[src/design/net_tx_pkg.sv]
//----------------------------------------------------------
// Shared types, header constants, stream beat and config
// structs and the inserter state enum for the UDP/IP/Eth chain
//----------------------------------------------------------
package net_tx_pkg;

	// Plain widths
	typedef logic [7:0]  byte_t;
	typedef logic [15:0] len_t;
	typedef logic [31:0] ip_addr_t;
	typedef logic [47:0] mac_addr_t;
	typedef logic [15:0] port_t;

	// Header lengths in bytes
	localparam int UDP_HDR_LEN = 8;
	localparam int IP_HDR_LEN  = 20;
	localparam int ETH_HDR_LEN = 14;

	// Byte counter widths of the three inserters
	typedef logic [$clog2(UDP_HDR_LEN)-1:0] udp_idx_t;
	typedef logic [$clog2(IP_HDR_LEN)-1:0]  ip_idx_t;
	typedef logic [$clog2(ETH_HDR_LEN)-1:0] eth_idx_t;

	// Fixed IPv4 header fields
	localparam logic [3:0]  IP_VERSION   = 4'd4;
	localparam logic [3:0]  IP_IHL       = 4'd5;	// No options
	localparam byte_t       IP_TOS       = 8'd0;
	localparam logic [15:0] IP_ID        = 16'd0;
	localparam logic [2:0]  IP_FLAGS     = 3'd2;	// Don't fragment
	localparam logic [12:0] IP_FRAG_OFF  = 13'd0;
	localparam byte_t       IP_TTL       = 8'd64;
	localparam byte_t       IP_PROTO_UDP = 8'd17;

	localparam logic [15:0] ETH_TYPE_IPV4 = 16'h0800;

	// One byte of the stream, valid and ready travel beside it
	typedef struct packed {
		byte_t data;
		logic  last;	// Final byte of the frame
		logic  user;	// First byte of the frame
	} beat_t;

	// Per-frame addressing for all three layers
	typedef struct packed {
		mac_addr_t src_mac;
		mac_addr_t dest_mac;
		ip_addr_t  src_ip;
		ip_addr_t  dest_ip;
		port_t     src_port;
		port_t     dest_port;
		len_t      payload_len;	// UDP payload bytes
	} net_cfg_t;

	typedef enum logic [1:0] {
		IDLE,
		HEADER,
		PAYLOAD
	} hdr_state_t;

endpackage

[src/design/eth_tx.sv]
//----------------------------------------------------------
// Ethernet II header inserter, MACs and IPv4 type
//----------------------------------------------------------
`timescale 1ns/1ps

module eth_tx
	import net_tx_pkg::*;
(
	input  logic      s_axis_aclk,
	input  logic      rst_n,
	input  logic      s_valid,
	input  beat_t     s_beat,
	output logic      s_ready,
	output logic      m_valid,
	output beat_t     m_beat,
	input  logic      m_ready,
	input  mac_addr_t src_mac,
	input  mac_addr_t dest_mac
);

	hdr_state_t state;
	eth_idx_t   cnt;
	logic       frame_start;
	mac_addr_t  src_mac_q;
	mac_addr_t  dest_mac_q;
	byte_t [0:ETH_HDR_LEN-1] hdr;

	assign frame_start = (state == IDLE) && s_valid && s_beat.user;

	// Destination first on the wire
	assign hdr = {dest_mac_q, src_mac_q, ETH_TYPE_IPV4};

	always_ff @(posedge s_axis_aclk)
	begin
		if (frame_start)
		begin
			src_mac_q  <= src_mac;
			dest_mac_q <= dest_mac;
		end
	end

	always_ff @(posedge s_axis_aclk or negedge rst_n)
	begin
		if (!rst_n)
		begin
			state <= IDLE;
			cnt   <= '0;
		end
		else
		begin
			case (state)
				IDLE:
				begin
					if (frame_start)
						state <= HEADER;
				end
				HEADER:
				begin
					if (m_ready)
					begin
						if (cnt == eth_idx_t'(ETH_HDR_LEN - 1))
						begin
							cnt   <= '0;
							state <= PAYLOAD;
						end
						else
							cnt <= cnt + 1'b1;
					end
				end
				PAYLOAD:
				begin
					if (s_valid && m_ready && s_beat.last)
						state <= IDLE;	// Frame done, wait for next user
				end
				default:
					state <= IDLE;
			endcase
		end
	end

	always_comb
	begin
		m_valid = 1'b0;
		s_ready = 1'b0;
		m_beat  = '{data: hdr[cnt], last: 1'b0, user: (cnt == '0)};
		case (state)
			IDLE:
				s_ready = ~s_beat.user;
			HEADER:
				m_valid = 1'b1;
			PAYLOAD:
			begin
				m_valid = s_valid;
				s_ready = m_ready;
				m_beat  = '{data: s_beat.data, last: s_beat.last, user: 1'b0};
			end
			default:
				s_ready = 1'b0;
		endcase
	end

endmodule

[src/design/ip_checksum.sv]
//----------------------------------------------------------
// IPv4 header checksum, ones-complement fold, registered
//----------------------------------------------------------
`timescale 1ns/1ps

module ip_checksum
	import net_tx_pkg::*;
(
	input  logic        s_axis_aclk,
	input  logic        rst_n,
	input  len_t        total_len,
	input  ip_addr_t    src_ip,
	input  ip_addr_t    dest_ip,
	output logic [15:0] checksum
);

	logic [19:0] sum;	// Nine 16-bit words fit in 20 bits
	logic [16:0] fold_1;
	logic [15:0] fold_2;

	always_comb
	begin
		sum = 20'({IP_VERSION, IP_IHL, IP_TOS}) + 20'(total_len) + 20'(IP_ID)
			+ 20'({IP_FLAGS, IP_FRAG_OFF}) + 20'({IP_TTL, IP_PROTO_UDP})
			+ 20'(src_ip[31:16]) + 20'(src_ip[15:0])
			+ 20'(dest_ip[31:16]) + 20'(dest_ip[15:0]);
		fold_1 = 17'(sum[15:0]) + 17'(sum[19:16]);
		// Second fold cannot carry again
		fold_2 = fold_1[15:0] + 16'(fold_1[16]);
	end

	always_ff @(posedge s_axis_aclk or negedge rst_n)
	begin
		if (!rst_n)
			checksum <= '0;
		else
			checksum <= ~fold_2;
	end

endmodule

[src/design/ip_tx.sv]
//----------------------------------------------------------
// IPv4 header inserter with computed header checksum
//----------------------------------------------------------
`timescale 1ns/1ps

module ip_tx
	import net_tx_pkg::*;
(
	input  logic     s_axis_aclk,
	input  logic     rst_n,
	input  logic     s_valid,
	input  beat_t    s_beat,
	output logic     s_ready,
	output logic     m_valid,
	output beat_t    m_beat,
	input  logic     m_ready,
	input  ip_addr_t src_ip,
	input  ip_addr_t dest_ip,
	input  len_t     payload_len
);

	hdr_state_t  state;
	ip_idx_t     cnt;
	logic        frame_start;
	len_t        total_len_q;
	ip_addr_t    src_ip_q;
	ip_addr_t    dest_ip_q;
	logic [15:0] checksum;
	byte_t [0:IP_HDR_LEN-1] hdr;

	assign frame_start = (state == IDLE) && s_valid && s_beat.user;

	// Sample the frame fields while the user beat is held
	always_ff @(posedge s_axis_aclk)
	begin
		if (frame_start)
		begin
			total_len_q <= payload_len + len_t'(IP_HDR_LEN + UDP_HDR_LEN);
			src_ip_q    <= src_ip;
			dest_ip_q   <= dest_ip;
		end
	end

	// Settles one cycle after the sample, long before byte 10
	ip_checksum u_ip_checksum (
		.s_axis_aclk (s_axis_aclk),
		.rst_n       (rst_n),
		.total_len   (total_len_q),
		.src_ip      (src_ip_q),
		.dest_ip     (dest_ip_q),
		.checksum    (checksum)
	);

	assign hdr = {IP_VERSION, IP_IHL, IP_TOS, total_len_q, IP_ID,
		IP_FLAGS, IP_FRAG_OFF, IP_TTL, IP_PROTO_UDP, checksum,
		src_ip_q, dest_ip_q};

	always_ff @(posedge s_axis_aclk or negedge rst_n)
	begin
		if (!rst_n)
		begin
			state <= IDLE;
			cnt   <= '0;
		end
		else
		begin
			case (state)
				IDLE:
				begin
					if (frame_start)
						state <= HEADER;
				end
				HEADER:
				begin
					if (m_ready)
					begin
						if (cnt == ip_idx_t'(IP_HDR_LEN - 1))
						begin
							cnt   <= '0;
							state <= PAYLOAD;
						end
						else
							cnt <= cnt + 1'b1;
					end
				end
				PAYLOAD:
				begin
					// UDP segment passes through up to its last byte
					if (s_valid && m_ready && s_beat.last)
						state <= IDLE;
				end
				default:
					state <= IDLE;
			endcase
		end
	end

	always_comb
	begin
		m_valid = 1'b0;
		s_ready = 1'b0;
		m_beat  = '{data: hdr[cnt], last: 1'b0, user: (cnt == '0)};
		case (state)
			IDLE:
				s_ready = ~s_beat.user;
			HEADER:
				m_valid = 1'b1;	// Input beat stays held
			PAYLOAD:
			begin
				m_valid = s_valid;
				s_ready = m_ready;
				m_beat  = '{data: s_beat.data, last: s_beat.last, user: 1'b0};
			end
			default:
				s_ready = 1'b0;
		endcase
	end

endmodule

[src/design/net_tx_top.sv]
//----------------------------------------------------------
// Transmit header chain, UDP then IPv4 then Ethernet II
//----------------------------------------------------------
`timescale 1ns/1ps

module net_tx_top
	import net_tx_pkg::*;
(
	input  logic     s_axis_aclk,
	input  logic     rst_n,
	input  net_cfg_t cfg,
	input  logic     s_valid,
	input  beat_t    s_beat,
	output logic     s_ready,
	output logic     m_valid,
	output beat_t    m_beat,
	input  logic     m_ready
);

	// UDP segment into the IP layer
	logic  udp_valid;
	beat_t udp_beat;
	logic  udp_ready;

	// IP packet into the Ethernet layer
	logic  ip_valid;
	beat_t ip_beat;
	logic  ip_ready;

	udp_tx u_udp_tx (
		.s_axis_aclk (s_axis_aclk),
		.rst_n       (rst_n),
		.s_valid     (s_valid),
		.s_beat      (s_beat),
		.s_ready     (s_ready),
		.m_valid     (udp_valid),
		.m_beat      (udp_beat),
		.m_ready     (udp_ready),
		.src_port    (cfg.src_port),
		.dest_port   (cfg.dest_port),
		.payload_len (cfg.payload_len)
	);

	ip_tx u_ip_tx (
		.s_axis_aclk (s_axis_aclk),
		.rst_n       (rst_n),
		.s_valid     (udp_valid),
		.s_beat      (udp_beat),
		.s_ready     (udp_ready),
		.m_valid     (ip_valid),
		.m_beat      (ip_beat),
		.m_ready     (ip_ready),
		.src_ip      (cfg.src_ip),
		.dest_ip     (cfg.dest_ip),
		.payload_len (cfg.payload_len)	// Adds both header lengths itself
	);

	eth_tx u_eth_tx (
		.s_axis_aclk (s_axis_aclk),
		.rst_n       (rst_n),
		.s_valid     (ip_valid),
		.s_beat      (ip_beat),
		.s_ready     (ip_ready),
		.m_valid     (m_valid),
		.m_beat      (m_beat),
		.m_ready     (m_ready),
		.src_mac     (cfg.src_mac),
		.dest_mac    (cfg.dest_mac)
	);

endmodule

[src/design/udp_tx.sv]
//----------------------------------------------------------
// UDP header inserter, ports and length ahead of the payload
//----------------------------------------------------------
`timescale 1ns/1ps

module udp_tx
	import net_tx_pkg::*;
(
	input  logic  s_axis_aclk,
	input  logic  rst_n,
	input  logic  s_valid,
	input  beat_t s_beat,
	output logic  s_ready,
	output logic  m_valid,
	output beat_t m_beat,
	input  logic  m_ready,
	input  port_t src_port,
	input  port_t dest_port,
	input  len_t  payload_len
);

	hdr_state_t state;
	udp_idx_t   cnt;
	logic       frame_start;
	port_t      src_port_q;
	port_t      dest_port_q;
	len_t       udp_len_q;
	byte_t [0:UDP_HDR_LEN-1] hdr;	// Index 0 goes out first

	assign frame_start = (state == IDLE) && s_valid && s_beat.user;

	// Checksum left at zero, allowed over IPv4
	assign hdr = {src_port_q, dest_port_q, udp_len_q, 16'h0000};

	always_ff @(posedge s_axis_aclk)
	begin
		if (frame_start)
		begin
			src_port_q  <= src_port;
			dest_port_q <= dest_port;
			udp_len_q   <= payload_len + len_t'(UDP_HDR_LEN);
		end
	end

	always_ff @(posedge s_axis_aclk or negedge rst_n)
	begin
		if (!rst_n)
		begin
			state <= IDLE;
			cnt   <= '0;
		end
		else
		begin
			case (state)
				IDLE:
				begin
					if (frame_start)
						state <= HEADER;
				end
				HEADER:
				begin
					if (m_ready)	// Counter only moves on a transfer
					begin
						if (cnt == udp_idx_t'(UDP_HDR_LEN - 1))
						begin
							cnt   <= '0;
							state <= PAYLOAD;
						end
						else
							cnt <= cnt + 1'b1;
					end
				end
				PAYLOAD:
				begin
					if (s_valid && m_ready && s_beat.last)
						state <= IDLE;
				end
				default:
					state <= IDLE;
			endcase
		end
	end

	always_comb
	begin
		m_valid = 1'b0;
		s_ready = 1'b0;
		m_beat  = '{data: hdr[cnt], last: 1'b0, user: (cnt == '0)};
		case (state)
			IDLE:
				s_ready = ~s_beat.user;	// Stray beats are dropped
			HEADER:
				m_valid = 1'b1;
			PAYLOAD:
			begin
				m_valid = s_valid;
				s_ready = m_ready;
				m_beat  = '{data: s_beat.data, last: s_beat.last, user: 1'b0};
			end
			default:
				s_ready = 1'b0;
		endcase
	end

endmodule

[config.mk]
export PLATFORM = sky130hd
export DESIGN_NAME = net_tx_top
export DESIGN_NICKNAME = d
export VERILOG_FILES = /design/src/design/net_tx_pkg.sv /design/src/design/eth_tx.sv /design/src/design/ip_checksum.sv /design/src/design/ip_tx.sv /design/src/design/net_tx_top.sv /design/src/design/udp_tx.sv
export SDC_FILE = /design/constraint.sdc
export NUM_CORES = 1
export LEC_CHECK = 0
export ABC_AREA = 0
export BUFFER_PORTS_ARGS = -buffer_cell sky130_fd_sc_hd__clkbuf_2
export CORE_MARGIN = 2
export CORE_UTILIZATION = 58
export CTS_CLUSTER_DIAMETER = 40
export DETAILED_ROUTE_END_ITERATION = 12
export HOLD_SLACK_MARGIN = 0.02
export PLACE_DENSITY = 0.8
export SETUP_SLACK_MARGIN = 0.15
export SLEW_MARGIN = 10
export SYNTH_ARGS = -nofsm -noshare
export SYNTH_HDL_FRONTEND = slang
export SYNTH_HIERARCHICAL = 1
export SYNTH_SLANG_ARGS = --single-unit
[constraint.sdc]
create_clock -name s_axis_aclk -period 8 [get_ports s_axis_aclk]
set_input_delay 1.6 -clock s_axis_aclk [delete_from_list [all_inputs] [get_ports s_axis_aclk]]
set_output_delay 1.6 -clock s_axis_aclk [all_outputs]
set_load 0.05 [all_outputs]
==> results of run 1 <==
[per-layer routing]
metal,global-route usage,vias to the layer above
met2,0.418,480
met4,0.113,0
met1,0.362,4922
li1,-,4599
met3,0.0601,80
met5,0,-
[cell type report]
| type | count | area, um2 |
|---|---|---|
| fillers | 1686 | 7320 |
| flip-flops and latches | 258 | 7580 |
| inverters | 171 | 642 |
| clock inverters | 25 | 244 |
| repair buffers | 239 | 1210 |
| clock buffers | 38 | 897 |
| multi-input cells | 676 | 6170 |
| well taps | 324 | 405 |
[worst min-delay path by stage]
stage,slack (ns),cells past startpoint,to,start
6_report,0.53,1,u_eth_tx/state[1],u_eth_tx/state[1]
5_1_grt,0.55,1,u_eth_tx/state[1],u_eth_tx/state[1]
4_1_cts,0.53,1,u_ip_tx/state[1],u_ip_tx/state[1]
3_5_place_dp,0.52,1,u_ip_tx/state[1],u_ip_tx/state[1]
3_3_place_gp,0.50,1,u_eth_tx/state[1],u_eth_tx/state[1]
2_1_floorplan,0.49,1,u_eth_tx/state[1],u_eth_tx/state[1]
[cells in the final DEF (no fill, tap or decap), types with 21 or more instances in the layout]
cell	n
mux2i_1	56
edfxtp_1	224
clkbuf_2	233
nand3_1	21
dfrtp_1	33
a21oi_1	25
inv_1	170
ha_1	60
xnor2_1	41
nor2_1	29
fa_1	48
mux4_2	23
xor2_1	22
o21ai_0	24
clkbuf_16	35
nand2_1	70
[registers in the layout, summed over array words and instances (netlist names)]
| name | cells |
|---|---|
| u_eth_tx/state | 2 |
| u_ip_tx/state | 2 |
| u_eth_tx/src_mac_q | 48 |
| u_ip_tx/u_ip_checksum/checksum | 16 |
| u_eth_tx/cnt | 4 |
| u_udp_tx/cnt | 3 |
| u_udp_tx/src_port_q | 16 |
| u_udp_tx/dest_port_q | 16 |
| u_ip_tx/dest_ip_q | 32 |
| u_udp_tx/state | 2 |
| u_ip_tx/src_ip_q | 32 |
| u_ip_tx/total_len_q | 16 |
| u_udp_tx/udp_len_q | 16 |
| u_ip_tx/cnt | 5 |
| u_eth_tx/dest_mac_q | 48 |
[repair_timing]
action,4_1_cts,5_1_grt
buffers inserted,0,1
gates resized for setup,0,10
endpoints found under the setup margin,0,4
[cell families (layout without fill, tap and decap cells)]
logic type | count (synthesis) | in the layout | share of synthesized area
adder cells (fa/ha/maj) | 109 | 109 | 0.119
XOR/XNOR | 63 | 63 | 0.0379
AO/OA/AOI/OAI | 181 | 181 | 0.0895
buffers and inverters | 212 | 473 | 0.0594
flip-flops | 258 | 258 | 0.521
multiplexers | 92 | 92 | 0.0862
AND/OR/NAND/NOR | 231 | 231 | 0.0873
[where the power goes]
group          switching [uW]  total (uW)  internal [uW]
Combinational            2720        4500           1780
Sequential                173        1860           1680
Clock                     606        1500            896
Total                    3500        7860           4360
[critical path: cells and delay by family, from the launching register on]
family	cells	cell delay, ns
adder cells (fa/ha/maj)	8	2.98
AND/OR/NAND/NOR	13	2.08
AO/OA/AOI/OAI	7	1.56
flip-flops	1	0.34
buffers and inverters	3	0.18
XOR/XNOR	1	0.16
[cell usage after synthesis, types with 9 or more instances]
| master | number | area share |
|---|---|---|
| nand3_1 | 21 | 0.0072 |
| mux4_2 | 23 | 0.036 |
| o21ai_1 | 12 | 0.0041 |
| o211ai_1 | 14 | 0.0072 |
| a21oi_1 | 26 | 0.0089 |
| nor3_1 | 14 | 0.0048 |
| a31oi_1 | 12 | 0.0052 |
| fa_1 | 49 | 0.067 |
| inv_1 | 170 | 0.044 |
| mux2i_1 | 56 | 0.039 |
| buf_2 | 13 | 0.0045 |
| clkbuf_1 | 10 | 0.0026 |
| xor2_1 | 22 | 0.013 |
| and2_1 | 10 | 0.0043 |
| a211oi_1 | 9 | 0.0046 |
| nand2_1 | 70 | 0.018 |
| nand2b_1 | 11 | 0.0047 |
| and3_1 | 11 | 0.0047 |
| dfrtp_1 | 34 | 0.058 |
| xnor2_1 | 41 | 0.025 |
| nor2b_1 | 19 | 0.0082 |
| o21ai_0 | 24 | 0.0083 |
| edfxtp_1 | 224 | 0.46 |
| nor2_1 | 31 | 0.0080 |
| ha_1 | 60 | 0.052 |
[through the flow]
stage,instances,area (um2)
6_report,1731,17100
3_3_place_gp,1667,16000
3_5_place_dp,1667,16000
4_1_cts,1730,17100
5_1_grt,1731,17100
2_1_floorplan,1146,14600
==> results.sh, run 1 <==
export IMPL_met2WireLength_um=16300
export IMPL_routed_wl_um=34700
export IMPL_ios=234
export IMPL_drtPass1Iterations=6
export IMPL_r2r_start="u_ip_tx/src_ip_q[2]"
export IMPL_grt_pass1_wl_um=53500
export IMPL_cts_sinks=258
export IMPL_crit_path_start_kind="flip-flop"
export IMPL_dieWidth_um=162
export IMPL_yosysSeqAreaShare=0.521
export IMPL_p_leak_uw=0.00712
export IMPL_final_period_utilization=0.929
export IMPL_fmax_mhz=135
export IMPL_synth_edf_count=224
export IMPL_cellPowerDensity_nw_per_um2=458
export IMPL_critPathMostFrequentCell="fa_1"
export IMPL_placementRows=57
export IMPL_clockBufferDepth=3
export IMPL_wl_per_cell_um=20.0
export IMPL_via_per_inst=5.82
export IMPL_crit_path_end_kind="flip-flop"
export IMPL_setup_tns_ns=0
export IMPL_critPathSlowestCell="fa_1"
export IMPL_drcViolationCount=0
export IMPL_power_uw=7860
export IMPL_cp_arrival_ns=7.82
export IMPL_htree_levels=2
export IMPL_maxCapViolations=0
export IMPL_rr_worst_depth=32
export IMPL_setup_viol=0
export IMPL_grt_overflow_total=0
export IMPL_status="finished, final reports clean"
export IMPL_area_growth_syn_to_layout_pct=17.8
export IMPL_r2r_end="u_ip_tx/u_ip_checksum/checksum[15]"
export IMPL_cts_buffers=35
export IMPL_dp_hpwl_um=26100
export IMPL_cts_root_buffer_cell="clkbuf_16"
export IMPL_worstPathRequired_ns=8.39
export IMPL_fin_worst_skew_ns=0.0312
export IMPL_reg2reg_slack_ns=0.57
export IMPL_met3_length_um=3030
export IMPL_drt_iter0_drc=856
export IMPL_grt_max_degree=83
export IMPL_highest_layer="met4"
export IMPL_io_buffer_count=233
export IMPL_die_y_um=162
export IMPL_grt_usage=0.266
export IMPL_fin_util=0.701
export IMPL_slew_headroom=0.264
export IMPL_clk_pin_slew_worst_paths_ns=0.06
export IMPL_clk_latency_ns=0.53
export IMPL_yosys_warnings=6
export IMPL_hp_class="reg2reg"
export IMPL_cp_endpoint="u_ip_tx/u_ip_checksum/checksum[15]"
export IMPL_antenna_found_initial=0
export IMPL_min_period_ns=7.43
export IMPL_coreArea_um2=24500
export IMPL_grt_pass1_vias=9996
export IMPL_avgSynthCellArea_um2=12.7
export IMPL_worst_slew_pin_transition_ns=1.10
export IMPL_synth_main_ff_cell="edfxtp_1"
export IMPL_hold_buffers=0
export IMPL_globalplace_congestion=0.926
export IMPL_peakVddDrop_v=0.000320
export IMPL_dp_worst_setup_slack_ns=0.360
export IMPL_antennaDiodeCount=0
export IMPL_async_flop_share=0.132
export IMPL_max_stage_delay_ns=0.54
export IMPL_crit_fanout=5
export IMPL_grt_setup_unrepaired="false"
export IMPL_startpoint="u_ip_tx/src_ip_q[2]"
export IMPL_crit_type="reg2reg"
export IMPL_vias=10081
export IMPL_wl_met1_um=14000
export IMPL_syn_instance_count=1146
export IMPL_synth_distinct_cells=88
export IMPL_fin_nets=1712
export IMPL_syn_nets=1477
export IMPL_drive_gt1_frac=0.260
export IMPL_hold_ws_ns=0.531
export IMPL_floorplan_initialDensity=0.595
export IMPL_cts_tree="yes"
export IMPL_ys_seq_elements=258
export IMPL_netlist_area_um2=14600
export IMPL_slew_viol_final=0
export IMPL_final_setup_worst_slack_ns=0.568
export IMPL_die_area_um2=26400
export IMPL_ant_nets=0
export IMPL_finalHoldViolations=0
Power figures use the tool's default switching activity.
==> run 2: changes to the inputs <==
--- a/config.mk
+++ b/config.mk
@@ -8,14 +8,13 @@
 export ABC_AREA = 0
 export BUFFER_PORTS_ARGS = -buffer_cell sky130_fd_sc_hd__clkbuf_2
 export CORE_MARGIN = 2
-export CORE_UTILIZATION = 58
+export CORE_UTILIZATION = 57
 export CTS_CLUSTER_DIAMETER = 40
 export DETAILED_ROUTE_END_ITERATION = 12
 export HOLD_SLACK_MARGIN = 0.02
-export PLACE_DENSITY = 0.8
+export PLACE_DENSITY = 0.78
 export SETUP_SLACK_MARGIN = 0.15
 export SLEW_MARGIN = 10
 export SYNTH_ARGS = -nofsm -noshare
 export SYNTH_HDL_FRONTEND = slang
-export SYNTH_HIERARCHICAL = 1
 export SYNTH_SLANG_ARGS = --single-unit
==> run 2 against run 1 <==
Against the previous run: via count decreased by 8.7%; worst hold slack improved by 0.012 ns; total power decreased by 15%; routed wire length decreased by 0.75%; count of clock-buffer cells in the layout increased by 6; die area decreased by 1.9%.
==> results.sh, run 2 <==
export IMPL_avgSynthCellArea_um2=13.6
export IMPL_syn_nets=1358
export IMPL_crit_path_start_kind="flip-flop"
export IMPL_switchingPower_uw=2820
export IMPL_setup_viol=0
export IMPL_multi_input_area_um2=5860
export IMPL_fin_nets=1606
export IMPL_finalHoldViolations=0
export IMPL_synth_top_area_share=0.480
export IMPL_p_seq_frac=0.267
export IMPL_p_leak_uw=0.00682
export IMPL_crit_fanout=7
export IMPL_hold_buffers=0
export IMPL_power_share_switching=0.420
export IMPL_grt_usage=0.271
export IMPL_dieWidth_um=161
export IMPL_top_regs="u_eth_tx.dest_mac_q: 48 flops, u_eth_tx.src_mac_q: 48 flops"
export IMPL_max_stage_delay_ns=0.54
export IMPL_grt_pass1_vias=9501
export IMPL_synth_distinct_cells=75
export IMPL_slew_headroom=0.294
export IMPL_fillCellCount=1733
export IMPL_globalplace_congestion=0.899
export IMPL_antennaDiodeCount=0
export IMPL_cellPowerDensity_nw_per_um2=400
export IMPL_hp_class="reg2reg"
export IMPL_grt_setup_unrepaired="false"
export IMPL_clk_latency_ns=0.53
export IMPL_crit_type="reg2reg"
export IMPL_wl_per_cell_um=21.2
export IMPL_floorplan_initialDensity=0.578
export IMPL_dp_hpwl_um=25800
export IMPL_critPathMostFrequentCell="fa_1"
export IMPL_fin_worst_skew_ns=0.0175
export IMPL_fmax_mhz=134
export IMPL_ys_seq_elements=258
export IMPL_cts_root_buffer_cell="clkbuf_16"
export IMPL_yosysMostFrequentCell="edfxtp_1"
export IMPL_antenna_found_initial=2
export IMPL_clk_pin_slew_worst_paths_ns=0.06
export IMPL_status="finished, final reports clean"
export IMPL_yosysTopAreaCell="edfxtp_1"
export IMPL_instances_no_fill=1627
export IMPL_area_growth_syn_to_layout_pct=19.6
export IMPL_netlist_top_cells_area="edfxtp_1 (48%), mux4_2 (8.2%), fa_1 (7.0%)"
export IMPL_maxCapViolations=0
export IMPL_path_delay_family="adder cells"
export IMPL_netlist_area_um2=14000
export IMPL_worstPathRequired_ns=8.38
export IMPL_synthTopCellsByCount="edfxtp_1 (224), inv_1 (136), ha_1 (60)"
export IMPL_worst_slew_pin_transition_ns=1.06
export IMPL_min_period_ns=7.46
export IMPL_placementRows=57
export IMPL_io_buffer_count=233
export IMPL_drt_iter0_drc=882
export IMPL_cp_arrival_ns=7.84
export IMPL_syn_instance_count=1027
export IMPL_cts_tree="yes"
export IMPL_synth_edf_count=224
export IMPL_final_common_cell="clkbuf_2"
export IMPL_via_per_inst=5.66
export IMPL_yosys_warnings=0
export IMPL_setup_tns_ns=0
export IMPL_seqCellArea_um2=7580
export IMPL_final_period_utilization=0.932
export IMPL_worst_path_buf_inv=2
export IMPL_htree_levels=2
export IMPL_grt_max_degree=87
export IMPL_routed_wl_um=34400
export IMPL_dp_cells=1559
export IMPL_crit_path_end_kind="flip-flop"
export IMPL_critPathSlowestCell="fa_1"
export IMPL_clkPwrFrac=0.224
export IMPL_grt_overflow_total=0
export IMPL_synth_main_ff_cell="edfxtp_1"
export IMPL_drtPass1Iterations=5
export IMPL_drive_gt1_frac=0.306
export IMPL_grt_pass1_wl_um=53100
export IMPL_slew_viol_final=0
export IMPL_internal_power_uw=3890
export IMPL_final_cell_mix="clkbuf_2 (233), edfxtp_1 (224), inv_1 (134)"
export IMPL_pwr_share_comb=0.508
export IMPL_cts_buffers=36
export IMPL_ant_nets=0
export IMPL_drcViolationCount=0
export IMPL_yosysSeqAreaShare=0.541
export IMPL_clockBufferDepth=3
export IMPL_die_y_um=161
export IMPL_async_flop_share=0.132
export IMPL_coreArea_um2=24200
export IMPL_ios=234
export IMPL_vias=9204
export IMPL_cts_sinks=258
export IMPL_peakVddDrop_v=0.000264
export IMPL_die_area_um2=25900
run 2: cell types whose count changed in the layout (fill, tap and decap cells not counted), moves of 9 or more:
cell	change
nor2_1	+12
mux4_2	+28
o21ai_1	-10
nor2b_1	-10
mux2i_1	-43
o21ai_0	+21
o211ai_1	-11
nand2_1	-13
inv_1	-36
a31oi_1	-9
run 2: cell type report:
type / instances / share of cell area
sequential: 258 / 0.452
multi-input combinational: 598 / 0.349
timing repair buffer: 244 / 0.0745
clock buffer: 44 / 0.0574
inverter: 137 / 0.0308
tap: 324 / 0.0242
clock inverter: 22 / 0.0116
run 2: power by group through the flow:
stage	registers, uW	clock network, uW	logic [uW]
floorplan	1730	0	2490
global placement	1810	0	3280
detailed placement	1820	0	3290
CTS	1790	1530	3330
global route	1820	1580	3710
finish	1790	1510	3410
run 2: metal layers:
metal	up-vias	GRT usage	routed length, um
met2	399	0.450	17000
met4	4	0.0710	842
met5	-	0	25
li1	4249	-	-
met1	4490	0.368	13800
met3	62	0.0615	2790
run 2: worst paths after layout:
check / to / slack, ns / cells after the start / from
worst max-delay path: u_ip_tx.u_ip_checksum.checksum[15] / 0.54 / 31 / u_ip_tx.total_len_q[8]
worst min-delay path: u_eth_tx.state[0] / 0.54 / 2 / u_eth_tx.state[0]
worst max register to register: u_ip_tx.u_ip_checksum.checksum[15] / 0.54 / 31 / u_ip_tx.total_len_q[8]
worst min register to register: u_eth_tx.state[0] / 0.54 / 2 / u_eth_tx.state[0]
max in group asynchronous: u_eth_tx.cnt[0] / 6.07 / 1 / rst_n
min in group asynchronous: u_ip_tx.cnt[3] / 1.25 / 1 / rst_n
run 2: worst reg2reg max path, delay by kind of cell, from the launching register on:
kind	cells	cell delay, ns
AOI/OAI and AO/OA	9	1.64
xor gates and xnor gates	3	0.46
adders and majority gates	7	2.81
buffers and inverters	2	0.11
DFF	1	0.45
and+or+nand+nor	10	1.88
run 2: repair_timing:
item,CTS,global route
endpoints found under the hold margin,0,0
endpoints found under the setup margin,2,8
cloned,0,0
buffers inserted,0,2
gates resized for setup,3,14
pin swaps,0,4
run 2: logic make-up (layout without fill, tap and decap cells):
| logic type | Yosys count | count (layout) | synth area share |
|---|---|---|---|
| AO/OA/AOI/OAI | 156 | 156 | 0.0777 |
| multiplexers | 77 | 77 | 0.102 |
| buffers and inverters | 171 | 447 | 0.0459 |
| flip-flops | 258 | 258 | 0.541 |
| adder cells (fa/ha/maj) | 109 | 109 | 0.124 |
| AND/OR/NAND/NOR | 191 | 191 | 0.0695 |
| XOR/XNOR | 65 | 65 | 0.0411 |
run 2: metrics by stage:
stage / cell area (um2) / worst slack [ns] / hold WS (ns) / util / total power [uW]
after floorplan: 14000 / 0.803 / 0.499 / - / 4220
after global placement: 15500 / 0.286 / 0.522 / 0.641 / 5100
after detailed placement: 15500 / 0.0291 / 0.535 / 0.641 / 5110
after CTS: 16700 / 0.156 / 0.549 / 0.689 / 6660
after global routing: 16800 / 0.146 / 0.573 / 0.691 / 7110
final: 16800 / 0.543 / 0.544 / 0.691 / 6710
